### config.mk
export PLATFORM = sky130hd
export DESIGN_NAME = ice51
export DESIGN_NICKNAME = d
export VERILOG_FILES = /design/src/ice51_pkg.sv /design/src/insn_if.sv /design/src/ice51.sv /design/src/cpu_datapath.sv /design/src/cpu_sequencer.sv /design/src/uart_tx.sv /design/src/uart_rx_loader.sv
export SDC_FILE = /design/constraint.sdc
export NUM_CORES = 1
export LEC_CHECK = 0
export BUFFER_PORTS_ARGS = -buffer_cell sky130_fd_sc_hd__buf_2
export CAP_MARGIN = 15
export CORE_ASPECT_RATIO = 2
export CORE_MARGIN = 3
export CORE_UTILIZATION = 41
export DETAILED_ROUTE_END_ITERATION = 16
export GPL_TIMING_DRIVEN = 0
export SYNTH_ARGS = -nofsm -noshare
export SYNTH_HDL_FRONTEND = slang
export SYNTH_HIERARCHICAL = 1
export SYNTH_SLANG_ARGS = --single-unit
### constraint.sdc
create_clock -name i_clk -period 4 [get_ports i_clk]
set_input_delay 0.4 -clock i_clk [delete_from_list [all_inputs] [get_ports i_clk]]
set_output_delay 0.4 -clock i_clk [all_outputs]
set_load 0.02 [all_outputs]
### src/ice51_pkg.sv
`default_nettype none

package ice51_pkg;

   ////////////////////////////////////////
   // sizes and addresses

   localparam int CLKS_PER_BIT = 104;  // clocks per uart bit
   localparam int CODE_DEPTH   = 512;  // program bytes loaded
   localparam int NUM_REGS     = 8;    // r0..r7

   typedef logic [7:0]                      byte_t;
   typedef logic [$clog2(CODE_DEPTH)-1:0]   code_addr_t;
   typedef logic [15:0]                     dptr_t;
   typedef logic [$clog2(CLKS_PER_BIT)-1:0] baud_cnt_t;

   localparam dptr_t TX_ADDR     = 16'h0201;  // movx write sends acc
   localparam dptr_t STATUS_ADDR = 16'h0200;  // movx read returns tx busy

   // bit timing, counted from zero
   localparam baud_cnt_t BIT_END  = baud_cnt_t'(CLKS_PER_BIT - 1);
   localparam baud_cnt_t HALF_BIT = baud_cnt_t'(CLKS_PER_BIT / 2 - 1);

   ////////////////////////////////////////
   // opcodes

   // register forms carry rn in the low three bits
   typedef enum logic [7:0] {
      OP_LJMP        = 8'h02,
      OP_INC_RN      = 8'h08,
      OP_DEC_A       = 8'h14,
      OP_ADD_A_IMM   = 8'h24,
      OP_ADD_A_RN    = 8'h28,
      OP_JC          = 8'h40,
      OP_JNC         = 8'h50,
      OP_JZ          = 8'h60,
      OP_XRL_A_IMM   = 8'h64,
      OP_JNZ         = 8'h70,
      OP_MOV_A_IMM   = 8'h74,
      OP_MOV_RN_IMM  = 8'h78,
      OP_SJMP        = 8'h80,
      OP_MOV_DPTR    = 8'h90,
      OP_SUBB_A_IMM  = 8'h94,
      OP_CLR_C       = 8'hC3,
      OP_MOVX_A_DPTR = 8'hE0,
      OP_CLR_A       = 8'hE4,
      OP_MOV_A_RN    = 8'hE8,
      OP_MOVX_DPTR_A = 8'hF0,
      OP_MOV_RN_A    = 8'hF8
   } opcode_e;

   typedef enum logic [2:0] {FETCH, OPCODE, OPERAND1, OPERAND2, EXECUTE} seq_state_e;
   typedef enum logic [1:0] {RX_IDLE, RX_START, RX_DATA, RX_STOP} rx_state_e;
   typedef enum logic [1:0] {TX_IDLE, TX_START, TX_DATA, TX_STOP} tx_state_e;

   // folds r0..r7 variants onto their base opcode, leaves the rest alone
   function automatic opcode_e op_class(opcode_e op);
      opcode_e base;
      base = opcode_e'({op[7:3], 3'b000});
      case (base)
         OP_INC_RN, OP_ADD_A_RN, OP_MOV_RN_IMM, OP_MOV_A_RN, OP_MOV_RN_A: return base;
         default: return op;
      endcase
   endfunction

endpackage

`default_nettype wire
### src/insn_if.sv
`timescale 1ns/1ps
`default_nettype none

// decoded instruction out of the sequencer, flags back from the datapath
interface insn_if
   import ice51_pkg::*;
();

   opcode_e op;        // raw opcode byte, rn still in bits 2:0
   byte_t   operand1;  // imm, offset or high address byte
   byte_t   operand2;  // low address byte of 3-byte forms
   logic    exec;      // one cycle in EXECUTE

   logic    acc_zero;
   logic    carry;

   modport seq (
      output op, operand1, operand2, exec,
      input  acc_zero, carry
   );

   modport dp (
      input  op, operand1, operand2, exec,
      output acc_zero, carry
   );

endinterface

`default_nettype wire

### src/ice51.sv
`timescale 1ns/1ps
`default_nettype none

module ice51
   import ice51_pkg::*;
(
   input  logic       i_clk,
   input  logic       i_nrst,
   input  logic       i_uart_rx,
   output logic       o_uart_tx,
   output logic       o_code_wr,
   output code_addr_t o_code_addr,
   output byte_t      o_code_data,
   input  byte_t      i_code_data
);

   logic       run;
   code_addr_t pc;
   logic       tx_start;
   byte_t      tx_byte;
   logic       tx_busy;

   insn_if insn ();

   // loads code memory, then hands the address over to the pc
   uart_rx_loader u_loader (
      .i_clk       (i_clk),
      .i_nrst      (i_nrst),
      .i_uart_rx   (i_uart_rx),
      .i_pc        (pc),
      .o_run       (run),
      .o_code_wr   (o_code_wr),
      .o_code_addr (o_code_addr),
      .o_code_data (o_code_data)
   );

   uart_tx u_tx (
      .i_clk   (i_clk),
      .i_nrst  (i_nrst),
      .i_start (tx_start),
      .i_byte  (tx_byte),
      .o_busy  (tx_busy),
      .o_tx    (o_uart_tx)
   );

   cpu_sequencer u_seq (
      .i_clk       (i_clk),
      .i_nrst      (i_nrst),
      .i_run       (run),
      .i_code_data (i_code_data),
      .o_pc        (pc),
      .insn        (insn.seq)
   );

   cpu_datapath u_dp (
      .i_clk      (i_clk),
      .i_nrst     (i_nrst),
      .insn       (insn.dp),
      .i_tx_busy  (tx_busy),
      .o_tx_start (tx_start),
      .o_tx_byte  (tx_byte)
   );

endmodule

`default_nettype wire

### src/cpu_datapath.sv
`timescale 1ns/1ps
`default_nettype none

module cpu_datapath
   import ice51_pkg::*;
(
   input  logic  i_clk,
   input  logic  i_nrst,
   insn_if.dp    insn,
   input  logic  i_tx_busy,
   output logic  o_tx_start,
   output byte_t o_tx_byte
);

   opcode_e    op_base;
   byte_t      acc;
   byte_t      acc_nxt;
   byte_t      regs [NUM_REGS];
   logic [2:0] rn_sel;
   byte_t      rn;
   byte_t      rn_nxt;
   logic       rn_wr;
   logic       carry;
   logic       carry_nxt;
   dptr_t      dptr;
   dptr_t      dptr_nxt;
   logic [8:0] sub_res;      // bit 8 is the borrow
   byte_t      movx_rd;

   assign op_base = op_class(insn.op);
   assign rn_sel  = insn.op[2:0];
   assign rn      = regs[rn_sel];

   assign sub_res = {1'b0, acc} - {1'b0, insn.operand1} - {8'd0, carry};
   assign movx_rd = (dptr == STATUS_ADDR) ? {7'd0, i_tx_busy} : 8'd0;

   ////////////////////////////////////////
   // execute

   always_comb begin
      acc_nxt   = acc;
      carry_nxt = carry;
      dptr_nxt  = dptr;
      rn_nxt    = rn;
      rn_wr     = 1'b0;
      if (insn.exec) begin
         case (op_base)
            OP_MOV_A_IMM:   acc_nxt = insn.operand1;
            OP_MOV_A_RN:    acc_nxt = rn;
            OP_ADD_A_IMM:   acc_nxt = acc + insn.operand1;  // carry untouched
            OP_ADD_A_RN:    acc_nxt = acc + rn;
            OP_DEC_A:       acc_nxt = acc - 8'd1;
            OP_CLR_A:       acc_nxt = 8'd0;
            OP_XRL_A_IMM:   acc_nxt = acc ^ insn.operand1;
            OP_MOVX_A_DPTR: acc_nxt = movx_rd;
            OP_SUBB_A_IMM: begin
               acc_nxt   = sub_res[7:0];
               carry_nxt = sub_res[8];
            end
            OP_CLR_C:       carry_nxt = 1'b0;
            OP_MOV_DPTR:    dptr_nxt = {insn.operand1, insn.operand2};
            OP_MOV_RN_IMM: begin
               rn_nxt = insn.operand1;
               rn_wr  = 1'b1;
            end
            OP_MOV_RN_A: begin
               rn_nxt = acc;
               rn_wr  = 1'b1;
            end
            OP_INC_RN: begin
               rn_nxt = rn + 8'd1;
               rn_wr  = 1'b1;
            end
            default: ;  // branches and no-ops
         endcase
      end
   end

   always_ff @(posedge i_clk or negedge i_nrst) begin
      if (!i_nrst) begin
         acc   <= '0;
         carry <= 1'b0;
         dptr  <= '0;
      end else begin
         acc   <= acc_nxt;
         carry <= carry_nxt;
         dptr  <= dptr_nxt;
      end
   end

   always_ff @(posedge i_clk or negedge i_nrst) begin
      if (!i_nrst) begin
         for (int i = 0; i < NUM_REGS; i++) regs[i] <= '0;
      end else if (rn_wr) begin
         regs[rn_sel] <= rn_nxt;
      end
   end

   ////////////////////////////////////////
   // flags and uart

   assign insn.acc_zero = (acc == 8'd0);
   assign insn.carry    = carry;

   // software polls busy first, a start during a frame is dropped by the tx
   assign o_tx_start = insn.exec && (op_base == OP_MOVX_DPTR_A) && (dptr == TX_ADDR);
   assign o_tx_byte  = acc;

endmodule

`default_nettype wire

### src/cpu_sequencer.sv
`timescale 1ns/1ps
`default_nettype none

module cpu_sequencer
   import ice51_pkg::*;
(
   input  logic       i_clk,
   input  logic       i_nrst,
   input  logic       i_run,
   input  byte_t      i_code_data,
   output code_addr_t o_pc,
   insn_if.seq        insn
);

   seq_state_e state;
   seq_state_e state_nxt;
   code_addr_t pc;
   code_addr_t pc_nxt;
   opcode_e    op_q;
   byte_t      opnd1_q;
   byte_t      opnd2_q;
   logic [1:0] fetched_len;  // operand bytes of the opcode on the bus
   logic [1:0] latched_len;  // same, for the latched opcode
   logic       take_branch;
   code_addr_t rel_target;
   code_addr_t abs_target;

   // bytes following the opcode, unknown opcodes are single byte
   function automatic logic [1:0] operand_count(opcode_e op);
      case (op_class(op))
         OP_MOV_A_IMM, OP_MOV_RN_IMM, OP_ADD_A_IMM, OP_SUBB_A_IMM, OP_XRL_A_IMM,
         OP_SJMP, OP_JC, OP_JNC, OP_JZ, OP_JNZ: return 2'd1;
         OP_MOV_DPTR, OP_LJMP:                  return 2'd2;
         default:                               return 2'd0;
      endcase
   endfunction

   assign fetched_len = operand_count(opcode_e'(i_code_data));
   assign latched_len = operand_count(op_q);

   ////////////////////////////////////////
   // state machine

   always_comb begin
      state_nxt = state;
      case (state)
         FETCH:    if (i_run) state_nxt = OPCODE;
         OPCODE:   state_nxt = (fetched_len != 2'd0) ? OPERAND1 : EXECUTE;
         OPERAND1: state_nxt = (latched_len == 2'd2) ? OPERAND2 : EXECUTE;
         OPERAND2: state_nxt = EXECUTE;
         EXECUTE:  state_nxt = FETCH;
         default:  state_nxt = FETCH;
      endcase
   end

   always_ff @(posedge i_clk or negedge i_nrst) begin
      if (!i_nrst) state <= FETCH;
      else         state <= state_nxt;
   end

   // memory data lags the address by a cycle, so each byte lands one state later
   always_ff @(posedge i_clk) begin
      case (state)
         OPCODE:   op_q    <= opcode_e'(i_code_data);
         OPERAND1: opnd1_q <= i_code_data;
         OPERAND2: opnd2_q <= i_code_data;
         default: ;
      endcase
   end

   ////////////////////////////////////////
   // program counter

   always_comb begin
      case (op_class(op_q))
         OP_SJMP: take_branch = 1'b1;
         OP_JC:   take_branch = insn.carry;
         OP_JNC:  take_branch = !insn.carry;
         OP_JZ:   take_branch = insn.acc_zero;
         OP_JNZ:  take_branch = !insn.acc_zero;
         default: take_branch = 1'b0;
      endcase
   end

   // pc already points past the instruction in EXECUTE
   assign rel_target = pc + code_addr_t'($signed(opnd1_q));
   assign abs_target = code_addr_t'({opnd1_q, opnd2_q});  // low bits of addr16

   always_comb begin
      pc_nxt = pc;
      case (state)
         FETCH:    if (i_run) pc_nxt = pc + 1'b1;
         OPCODE:   if (fetched_len != 2'd0) pc_nxt = pc + 1'b1;
         OPERAND1: if (latched_len == 2'd2) pc_nxt = pc + 1'b1;
         EXECUTE: begin
            if (op_class(op_q) == OP_LJMP) pc_nxt = abs_target;
            else if (take_branch)          pc_nxt = rel_target;
         end
         default: ;
      endcase
   end

   always_ff @(posedge i_clk or negedge i_nrst) begin
      if (!i_nrst) pc <= '0;
      else         pc <= pc_nxt;  // wraps at code depth
   end

   assign o_pc          = pc;
   assign insn.op       = op_q;
   assign insn.operand1 = opnd1_q;
   assign insn.operand2 = opnd2_q;
   assign insn.exec     = (state == EXECUTE);

endmodule

`default_nettype wire

### src/uart_tx.sv
`timescale 1ns/1ps
`default_nettype none

module uart_tx
   import ice51_pkg::*;
(
   input  logic  i_clk,
   input  logic  i_nrst,
   input  logic  i_start,
   input  byte_t i_byte,
   output logic  o_busy,
   output logic  o_tx
);

   tx_state_e  state;
   baud_cnt_t  clk_cnt;
   logic [2:0] bit_cnt;
   byte_t      shift;
   logic       bit_end;

   assign bit_end = (clk_cnt == BIT_END);

   always_ff @(posedge i_clk or negedge i_nrst) begin
      if (!i_nrst) begin
         state   <= TX_IDLE;
         clk_cnt <= '0;
         bit_cnt <= '0;
      end else begin
         if (state == TX_IDLE) clk_cnt <= '0;
         else                  clk_cnt <= bit_end ? '0 : clk_cnt + 1'b1;
         case (state)
            TX_IDLE:  if (i_start) state <= TX_START;  // start while busy is lost
            TX_START: begin
               if (bit_end) begin
                  bit_cnt <= '0;
                  state   <= TX_DATA;
               end
            end
            TX_DATA: begin
               if (bit_end) begin
                  bit_cnt <= bit_cnt + 1'b1;
                  if (bit_cnt == 3'd7) state <= TX_STOP;
               end
            end
            TX_STOP:  if (bit_end) state <= TX_IDLE;
            default:  state <= TX_IDLE;
         endcase
      end
   end

   // lsb first, matches the loader
   always_ff @(posedge i_clk) begin
      if ((state == TX_IDLE) && i_start)     shift <= i_byte;
      else if ((state == TX_DATA) && bit_end) shift <= {1'b1, shift[7:1]};
   end

   assign o_busy = (state != TX_IDLE);

   always_comb begin
      case (state)
         TX_START: o_tx = 1'b0;
         TX_DATA:  o_tx = shift[0];
         default:  o_tx = 1'b1;  // idle and stop
      endcase
   end

endmodule

`default_nettype wire

### src/uart_rx_loader.sv
`timescale 1ns/1ps
`default_nettype none

module uart_rx_loader
   import ice51_pkg::*;
(
   input  logic       i_clk,
   input  logic       i_nrst,
   input  logic       i_uart_rx,
   input  code_addr_t i_pc,
   output logic       o_run,
   output logic       o_code_wr,
   output code_addr_t o_code_addr,
   output byte_t      o_code_data
);

   rx_state_e  state;
   logic       rx_q;        // resynced line
   baud_cnt_t  clk_cnt;
   logic [2:0] bit_cnt;
   byte_t      shift;
   code_addr_t byte_cnt;    // next code address during load
   logic       bit_end;
   logic       frame_done;

   ////////////////////////////////////////
   // receiver

   always_ff @(posedge i_clk or negedge i_nrst) begin
      if (!i_nrst) rx_q <= 1'b1;  // line idles high
      else         rx_q <= i_uart_rx;
   end

   assign bit_end    = (clk_cnt == BIT_END);
   assign frame_done = (state == RX_STOP) && bit_end;

   always_ff @(posedge i_clk or negedge i_nrst) begin
      if (!i_nrst) begin
         state   <= RX_IDLE;
         clk_cnt <= '0;
         bit_cnt <= '0;
      end else begin
         case (state)
            RX_IDLE: begin
               clk_cnt <= '0;
               if (!rx_q) state <= RX_START;  // falling edge
            end
            RX_START: begin
               if (clk_cnt == HALF_BIT) begin
                  clk_cnt <= '0;
                  bit_cnt <= '0;
                  state   <= rx_q ? RX_IDLE : RX_DATA;  // drop a glitch
               end else begin
                  clk_cnt <= clk_cnt + 1'b1;
               end
            end
            RX_DATA: begin
               if (bit_end) begin
                  clk_cnt <= '0;
                  bit_cnt <= bit_cnt + 1'b1;
                  if (bit_cnt == 3'd7) state <= RX_STOP;
               end else begin
                  clk_cnt <= clk_cnt + 1'b1;
               end
            end
            RX_STOP: begin
               if (bit_end) begin
                  clk_cnt <= '0;
                  state   <= RX_IDLE;
               end else begin
                  clk_cnt <= clk_cnt + 1'b1;
               end
            end
            default: state <= RX_IDLE;
         endcase
      end
   end

   // lsb arrives first, shifts down from the top
   always_ff @(posedge i_clk) begin
      if ((state == RX_DATA) && bit_end) shift <= {rx_q, shift[7:1]};
   end

   ////////////////////////////////////////
   // code memory load

   assign o_code_wr = frame_done && !o_run;  // frames after load are dropped

   always_ff @(posedge i_clk or negedge i_nrst) begin
      if (!i_nrst) begin
         byte_cnt <= '0;
         o_run    <= 1'b0;
      end else if (o_code_wr) begin
         byte_cnt <= byte_cnt + 1'b1;
         if (byte_cnt == code_addr_t'(CODE_DEPTH - 1)) o_run <= 1'b1;  // last byte
      end
   end

   assign o_code_addr = o_run ? i_pc : byte_cnt;
   assign o_code_data = shift;

endmodule

`default_nettype wire

==> results of run 1 <==
area by class of cell:
class	count	share of cell area
well taps	332	0.0353
clock inverters	14	0.0161
multi-input cells	762	0.464
repair buffers	40	0.0213
plain buffers	39	0.0200
inverters	51	0.0162
flip-flops and latches	176	0.391
clock buffers	18	0.0364
final timing paths:
check / end / slack (ns)
max in group asynchronous: u_seq/state[0]$_DFFE_PN0P_ / 2.71
max: u_dp/o_tx_byte[7]$_DFFE_PN0P_ / 0.03
min in group asynchronous: u_dp/regs[45]$_DFFE_PN0P_ / 0.43
min: u_loader/rx_q$_DFF_PN1_ / 0.04
min reg2reg: u_loader/o_code_data[5]$_DFFE_PP_ / 0.45
max reg2reg: u_dp/o_tx_byte[7]$_DFFE_PN0P_ / 0.03
flip-flops by register name, indices dropped and copies added (netlist names), named ones only:
register / flops
u_dp/o_tx_byte: 8
u_loader/rx_q: 1
u_seq/state: 3
u_dp/insn.carry: 1
u_dp/dptr: 16
u_tx/bit_cnt: 3
u_loader/state: 1
u_seq/o_pc: 9
u_tx/shift: 8
u_dp/regs: 64
u_loader/bit_cnt: 3
u_tx/clk_cnt: 7
u_tx/state: 2
u_seq/insn.operand2: 8
u_loader/clk_cnt: 7
u_loader/o_code_data: 8
u_seq/insn.operand1: 8
u_seq/insn.op: 8
u_loader/o_run: 1
u_loader/byte_cnt: 9
repair_timing:
item | 4_1_cts | 5_1_grt
pin swaps | 0 | 3
hold buffers | 1 | 0
endpoints found under the hold margin | 40 | 0
setup buffers | 2 | 5
cloned | 0 | 0
endpoints found under the setup margin | 21 | 40
gates resized for setup | 6 | 16
cell families (layout without fill, tap and decap cells):
| kind of cell | count (synthesis) | after routing | share of synthesized area |
|---|---|---|---|
| muxes | 61 | 61 | 0.0711 |
| DFF | 176 | 176 | 0.443 |
| adders and majority gates | 51 | 51 | 0.0643 |
| AOI/OAI and AO/OA | 258 | 258 | 0.162 |
| buffers and inverters | 92 | 162 | 0.0402 |
| and+or+nand+nor | 342 | 342 | 0.178 |
| xor gates and xnor gates | 50 | 50 | 0.0421 |
cell usage in the layout (no fill, tap or decap), drive strengths merged, types with 5 or more instances in the layout:
master  synthesis  final
a222oi          5      5
or3             6      6
nor4b           6      6
inv            51     52
o21ai          70     70
mux2i          18     18
o21bai          6      6
mux4            6      6
o22ai           8      8
o21a            5      5
nand2b          9      9
nand2          98     98
buf            17     55
nand4          12     12
nor4           14     14
edfxtp         40     40
xnor2          29     29
nand3b          6      6
a221oi          6      6
clkbuf         24     41
nor2b          15     15
a21o            8      8
a22oi           9      9
mux2           37     37
a211oi          8      8
xor2           21     21
and3            6      6
o31ai           5      5
nand3          33     33
a31oi          12     12
o211ai          5      5
ha             47     47
dfrtp         135    135
nor3           25     25
clkinv          0      5
nor3b          11     11
nor2           81     81
a21oi          69     69
layer usage:
| metal | share of wire | up-vias | routed length (um) |
|---|---|---|---|
| li1 | - | 3903 | - |
| met1 | 0.34 | 4091 | 10300 |
| met2 | 0.55 | 248 | 16700 |
| met3 | 0.027 | 117 | 805 |
| met4 | 0.084 | 0 | 2540 |
| met5 | 0 | - | 0 |
through the flow:
step,utilization,setup WS [ns]
final,0.476,0.0329
after global routing,0.476,-0.120
after CTS,0.472,-0.148
after detailed placement,0.445,-0.569
after global placement,0.443,-0.532
after floorplan,-,0.513
power by group:
group	leakage [nW]	internal, mW	switching (mW)
sequential	2.22	1.86	0.0281
combinational	2.48	0.0768	0.127
clock	0.290	1.04	0.725
total	5.00	2.98	0.880
==> run_results.csv, run 1 <==
group,metric,value,unit
timing,tightest_slew,1.32,ns
pwr,total_power,3.86,mW
synth,synth_nets,1092,
final_layout,synthToLayoutAreaGrowth,13.3,%
pwr,p_leak,5.00,nW
final_layout,drive_above_1_share,0.157,
worst_setup_path,crit_path_start_kind,"register",
worst_setup_path,crit_family,"compound AO/OA/AOI/OAI gates",
placed_design,dpl.hpwl,22.8,mm
worst_hold_path,hold_start,"i_uart_rx",
global_route,grt_pass1_vias,8608,
final_layout,layout.nets,1149,
global_route,grt_most_used_layer,"met2",
die,die_x,119,um
global_route,grt_pass1_wl,47.0,mm
synth,synth_ff_type,"dfrtp_1",
global_route,grt_antenna_before_repair,0,
timing,whs,0.0447,ns
die,dieHeight,231,um
timing,final_hold_viol_count,0,
timing,fin_crit,3.97,ns
synth,synthTopCellsByArea,"dfrtp_1 32%, edfxtp_1 12%, ha_1 5.7%",
routing,wire_per_inst,21.2,um
routing,vias,8359,
pwr,powerDensity,328,nW/um^2
synth,synthCells,1030,
synth,syn_area,10400,sq um
synth,synth_cell_types,98,
cts,clkTransAtPathRegs,0.07,ns
cts,cts_buffer_depth,2,
cts,cts_tree,"built",
routing,antenna_left,0,
worst_setup_path,worstPathMaxFanout,10,
timing,skew,0.00679,ns
final_layout,ff_latch_area,4610,sq um
worst_setup_path,end_kind,"register",
synth,synth_top_area_frac,0.325,
worst_setup_path,slowest_delay,0.52,ns
cts,cts_made_buffers,17,
worst_setup_path,cpMostUsedCell,"ha_1",
global_route,grt_max_degree,96,
placed_design,dp_cells,1393,
final_layout,design_area,11800,sq um
global_route,grt_use_met1,0.209,
timing,finalSetupTns,0,ns
routing,routed_wirelength,30.3,mm
worst_setup_path,critPathSlowestCell,"mux4_2",
outcome,status,"finished, final reports clean",
worst_setup_path,regToRegStartpoint,"u_seq/insn.op[0]$_DFFE_PP_",
synth,synth-async-reset-ratio,0.773,
die,die_area,27400,sq um
cts,root_buffer,"clkbuf_16",
final_layout,diodes,0,
final_layout,multi_input_area,5460,sq um
synth,synth_edf_count,40,
synth,ys_warn_count,6,
die,start_util,0.421,
worst_setup_path,crit_type,"reg2reg",
die,io-pin-count,30,
placed_design,port_buffers,29,
worst_setup_path,arrival,4.30,ns
flow_run,drv_cap,0,
cts,insertion_delay,0.45,ns
worst_setup_path,r2r_cells,18,
timing,fmax,0.252,GHz
synth,ys_ff_latch,176,
final_layout,layout.cells.non_filler,1432,
worst_setup_path,crit_start,"u_seq/insn.op[0]$_DFFE_PP_",
timing,rsz0062_at_grt,"yes",
placed_design,dpl-instance-area,11000,sq um
routing,vias_per_cell,5.84,
synth,ys_top_cells_by_count,"135 x dfrtp_1, 96 x nand2_1, 80 x nor2_1",
timing,slew_violations,0,
worst_hold_path,holdPathStages,1,
cts,cts_max_level,4,
worst_hold_path,holdCritPathClass,"in2reg",
worst_setup_path,path_depth,18,
synth,yosysSeqAreaShare,0.443,
worst_setup_path,crit_buf_inv,3,
synth,yosysTopAreaCell,"dfrtp_1",
placed_design,gp_congestion,0.911,
timing,finalCritPeriodShare,0.992,
pwr,peakVddDrop,0.257,mV
routing,firstDrtPassIters,5,
routing,drt_iter0_markers,512,
global_route,globalRouteMet2Util,0.426,
die,core_area,24700,sq um
worst_setup_path,crit_path_cell_trace,"buf_8, buf_12, mux2i_1, mux4_2, nand2_2, inv_2, ha_1, xor2_1, nor2_1, a31oi_1, ha_1, o21ai_2, a21oi_2, o41ai_4, xnor2_1, nor4b_2, a22oi_1, nand3b_1",
global_route,use_met3,0.0252,
synth,avgSynthCellArea,10.1,sq um
global_route,overflow,0,
cts,clock-sinks,176,
timing,slew_headroom,0.117,
die,rows,81,
timing,setup_violations,0,
global_route,grtUsageTotal,0.224,
routing,remaining_drc_errors,0,
synth,post-synth-top-count-cell,"dfrtp_1",
worst_setup_path,worstPathRequired,4.33,ns
final_layout,n_fill_cell,2425,
(Power assumes the default switching activity.)
==> inputs of run 2 (changes only) <==
--- a/config.mk
+++ b/config.mk
@@ -7,11 +7,14 @@
 export LEC_CHECK = 0
 export BUFFER_PORTS_ARGS = -buffer_cell sky130_fd_sc_hd__buf_2
 export CAP_MARGIN = 15
+export CELL_PAD_IN_SITES_DETAIL_PLACEMENT = 1
+export CELL_PAD_IN_SITES_GLOBAL_PLACEMENT = 2
 export CORE_ASPECT_RATIO = 2
 export CORE_MARGIN = 3
 export CORE_UTILIZATION = 41
 export DETAILED_ROUTE_END_ITERATION = 16
 export GPL_TIMING_DRIVEN = 0
+export PLACE_DENSITY_LB_ADDON = 0.1
 export SYNTH_ARGS = -nofsm -noshare
 export SYNTH_HDL_FRONTEND = slang
 export SYNTH_HIERARCHICAL = 1
==> run 2 against run 1 <==
Net effect:
- maximum frequency rose by 1.6%
- largest power group unchanged
- non-clock buffer count fell by 2
- cell area barely moved
- critical endpoint unchanged
- die area did not move
- sequential power barely moved
==> run_results.csv, run 2 (synthesized netlist as in run 1, its figures left out) <==
group,metric,value,unit
pwr,powerDensity,319,nW/um^2
worst_setup_path,end_kind,"register",
timing,whs,0.0413,ns
timing,fmax,0.256,GHz
worst_setup_path,arrival,4.29,ns
cts,root_buffer,"clkbuf_16",
timing,setup_slack,0.0950,ns
global_route,grtUsageTotal,0.252,
routing,antenna_left,0,
global_route,grt_pass1_vias,9018,
die,rows,81,
worst_setup_path,crit_type,"reg2reg",
routing,remaining_drc_errors,0,
final_layout,largest_reg_flops,64,
worst_hold_path,whs_endpoint,"u_loader/rx_q$_DFF_PN1_",
timing,skew,0.0113,ns
final_layout,regMostFlops,"u_dp/regs",
pwr,total_power,3.76,mW
final_layout,layout.nets,1147,
timing,slew_headroom,0.0789,
global_route,grt_pass1_wl,52.9,mm
placed_design,dpl.hpwl,25.8,mm
cts,cts_max_level,4,
routing,drt_iter0_markers,346,
die,die_area,27400,sq um
final_layout,layout.cells.most_common,"dfrtp_1",
worst_setup_path,r2r_cells,19,
die,io-pin-count,30,
timing,slew_violations,0,
cts,clkTransAtPathRegs,0.07,ns
timing,fin_crit,3.91,ns
timing,setup_violations,0,
global_route,grt_antenna_before_repair,0,
global_route,overflow,0,
timing,tightest_slew,1.38,ns
pwr,peakVddDrop,0.216,mV
worst_setup_path,worst_r2r_endpoint,"u_dp/o_tx_byte[7]$_DFFE_PN0P_",
final_layout,synthToLayoutAreaGrowth,13.2,%
routing,vias,8232,
worst_hold_path,holdPathStages,1,
worst_setup_path,worstPathMaxFanout,10,
placed_design,port_buffers,29,
placed_design,gp_congestion,0.857,
die,dieHeight,231,um
routing,wire_per_inst,23.5,um
global_route,grt_max_degree,90,
cts,cts_tree,"built",
final_layout,layout.cells.non_filler,1430,
timing,finalSetupTns,0,ns
routing,routed_wirelength,33.6,mm
worst_hold_path,holdCritPathClass,"in2reg",
worst_setup_path,regToRegStartpoint,"u_seq/insn.op[0]$_DFFE_PP_",
timing,final_hold_viol_count,0,
final_layout,diodes,0,
routing,firstDrtPassIters,4,
timing,rsz0062_at_grt,"yes",
placed_design,place_ws,-0.662,ns
placed_design,dp_cells,1395,
timing,finalCritPeriodShare,0.976,
cts,insertion_delay,0.46,ns
pwr,p_leak,4.98,nW
worst_hold_path,hold_start,"i_uart_rx",
cts,clock-sinks,176,
flow_run,drv_cap,0,
die,die_x,119,um
cts,cts_buffer_depth,2,
worst_setup_path,reg2reg_setup_slack,0.09,ns
worst_setup_path,crit_path_start_kind,"register",
final_layout,drive_above_1_share,0.160,
worst_setup_path,worstPathRequired,4.39,ns
routing,vias_per_cell,5.76,
cts,cts_made_buffers,17,
outcome,status,"finished, final reports clean",
final_layout,n_fill_cell,2848,
die,start_util,0.421,
final_layout,reg_top3,"u_dp/regs x64, u_dp/dptr x16",
final_layout,final_cell_mix,"135 x dfrtp_1, 95 x nand2_1, 79 x nor2_1",
die,core_area,24700,sq um
==> run 2: critical path, cell delays in order (launching register included) <==
cell,delay [ns]
edfxtp_1,0.38
buf_6,0.20
buf_6,0.17
nand2_1,0.12
mux4_2,0.54
nand2_2,0.13
inv_2,0.05
ha_2,0.32
nand2_1,0.05
nand2_1,0.12
inv_1,0.06
ha_1,0.26
nor2b_1,0.14
o21ai_2,0.16
a21oi_2,0.10
o41ai_4,0.40
xnor2_2,0.18
nor4b_2,0.24
a22oi_1,0.11
nand3b_1,0.10
==> run 2: worst max path at each step <==
stage	startpoint	endpoint	slack, ns	depth (start not counted)
floorplan	u_seq/insn.op[0]$_DFFE_PP_	u_dp/o_tx_byte[7]$_DFFE_PN0P_	0.51	19
global placement	u_seq/insn.op[2]$_DFFE_PP_	u_dp/o_tx_byte[7]$_DFFE_PN0P_	-0.60	17
detailed placement	u_seq/insn.op[2]$_DFFE_PP_	u_dp/o_tx_byte[7]$_DFFE_PN0P_	-0.66	17
CTS	u_seq/insn.op[2]$_DFFE_PP_	u_dp/o_tx_byte[7]$_DFFE_PN0P_	0.01	17
global route	u_seq/insn.op[2]$_DFFE_PP_	u_dp/o_tx_byte[7]$_DFFE_PN0P_	-0.1	17
finish	u_seq/insn.op[0]$_DFFE_PP_	u_dp/o_tx_byte[7]$_DFFE_PN0P_	0.09	19
==> run 2: what timing repair did <==
item,CTS,global route
setup endpoints to repair,5,22
gates resized for setup,18,15
buffers inserted,1,1
endpoints found under the hold margin,46,0
pin swaps,1,2
gates cloned,0,0
hold buffers,1,0
==> run 2: power by group <==
group          total [mW]  leakage (nW)  internal (mW)  switching [mW]
Sequential           1.89          2.22           1.86          0.0288
Clock                1.66         0.279          0.888           0.771
Combinational       0.210          2.47         0.0766           0.134
Total                3.76          4.98           2.83           0.934
==> run 2: area by class of cell <==
cell class                      instances  area (sq um)  share of cell area
Tap cell                              332           415              0.0353
Clock inverter                         12           128              0.0108
Timing Repair Buffer                   38           231              0.0197
Sequential cell                       176          4610               0.391
Inverter                               51           191              0.0163
Multi-Input combinational cell        762          5520               0.468
Buffer                                 39           241              0.0205
Clock buffer                           20           447              0.0379
==> run 2: through the flow <==
step | cell area [sq um] | utilization
2_1_floorplan | 10400 | -
3_3_place_gp | 11000 | 0.443
3_5_place_dp | 11000 | 0.446
4_1_cts | 11700 | 0.473
5_1_grt | 11800 | 0.476
6_report | 11800 | 0.476
==> run 2: per-layer routing <==
layer,share of wire,up-vias,track usage
li1,-,3896,-
met1,0.35,4168,0.245
met2,0.59,108,0.515
met3,0.015,60,0.0276
met4,0.043,0,0.118
met5,0,-,0
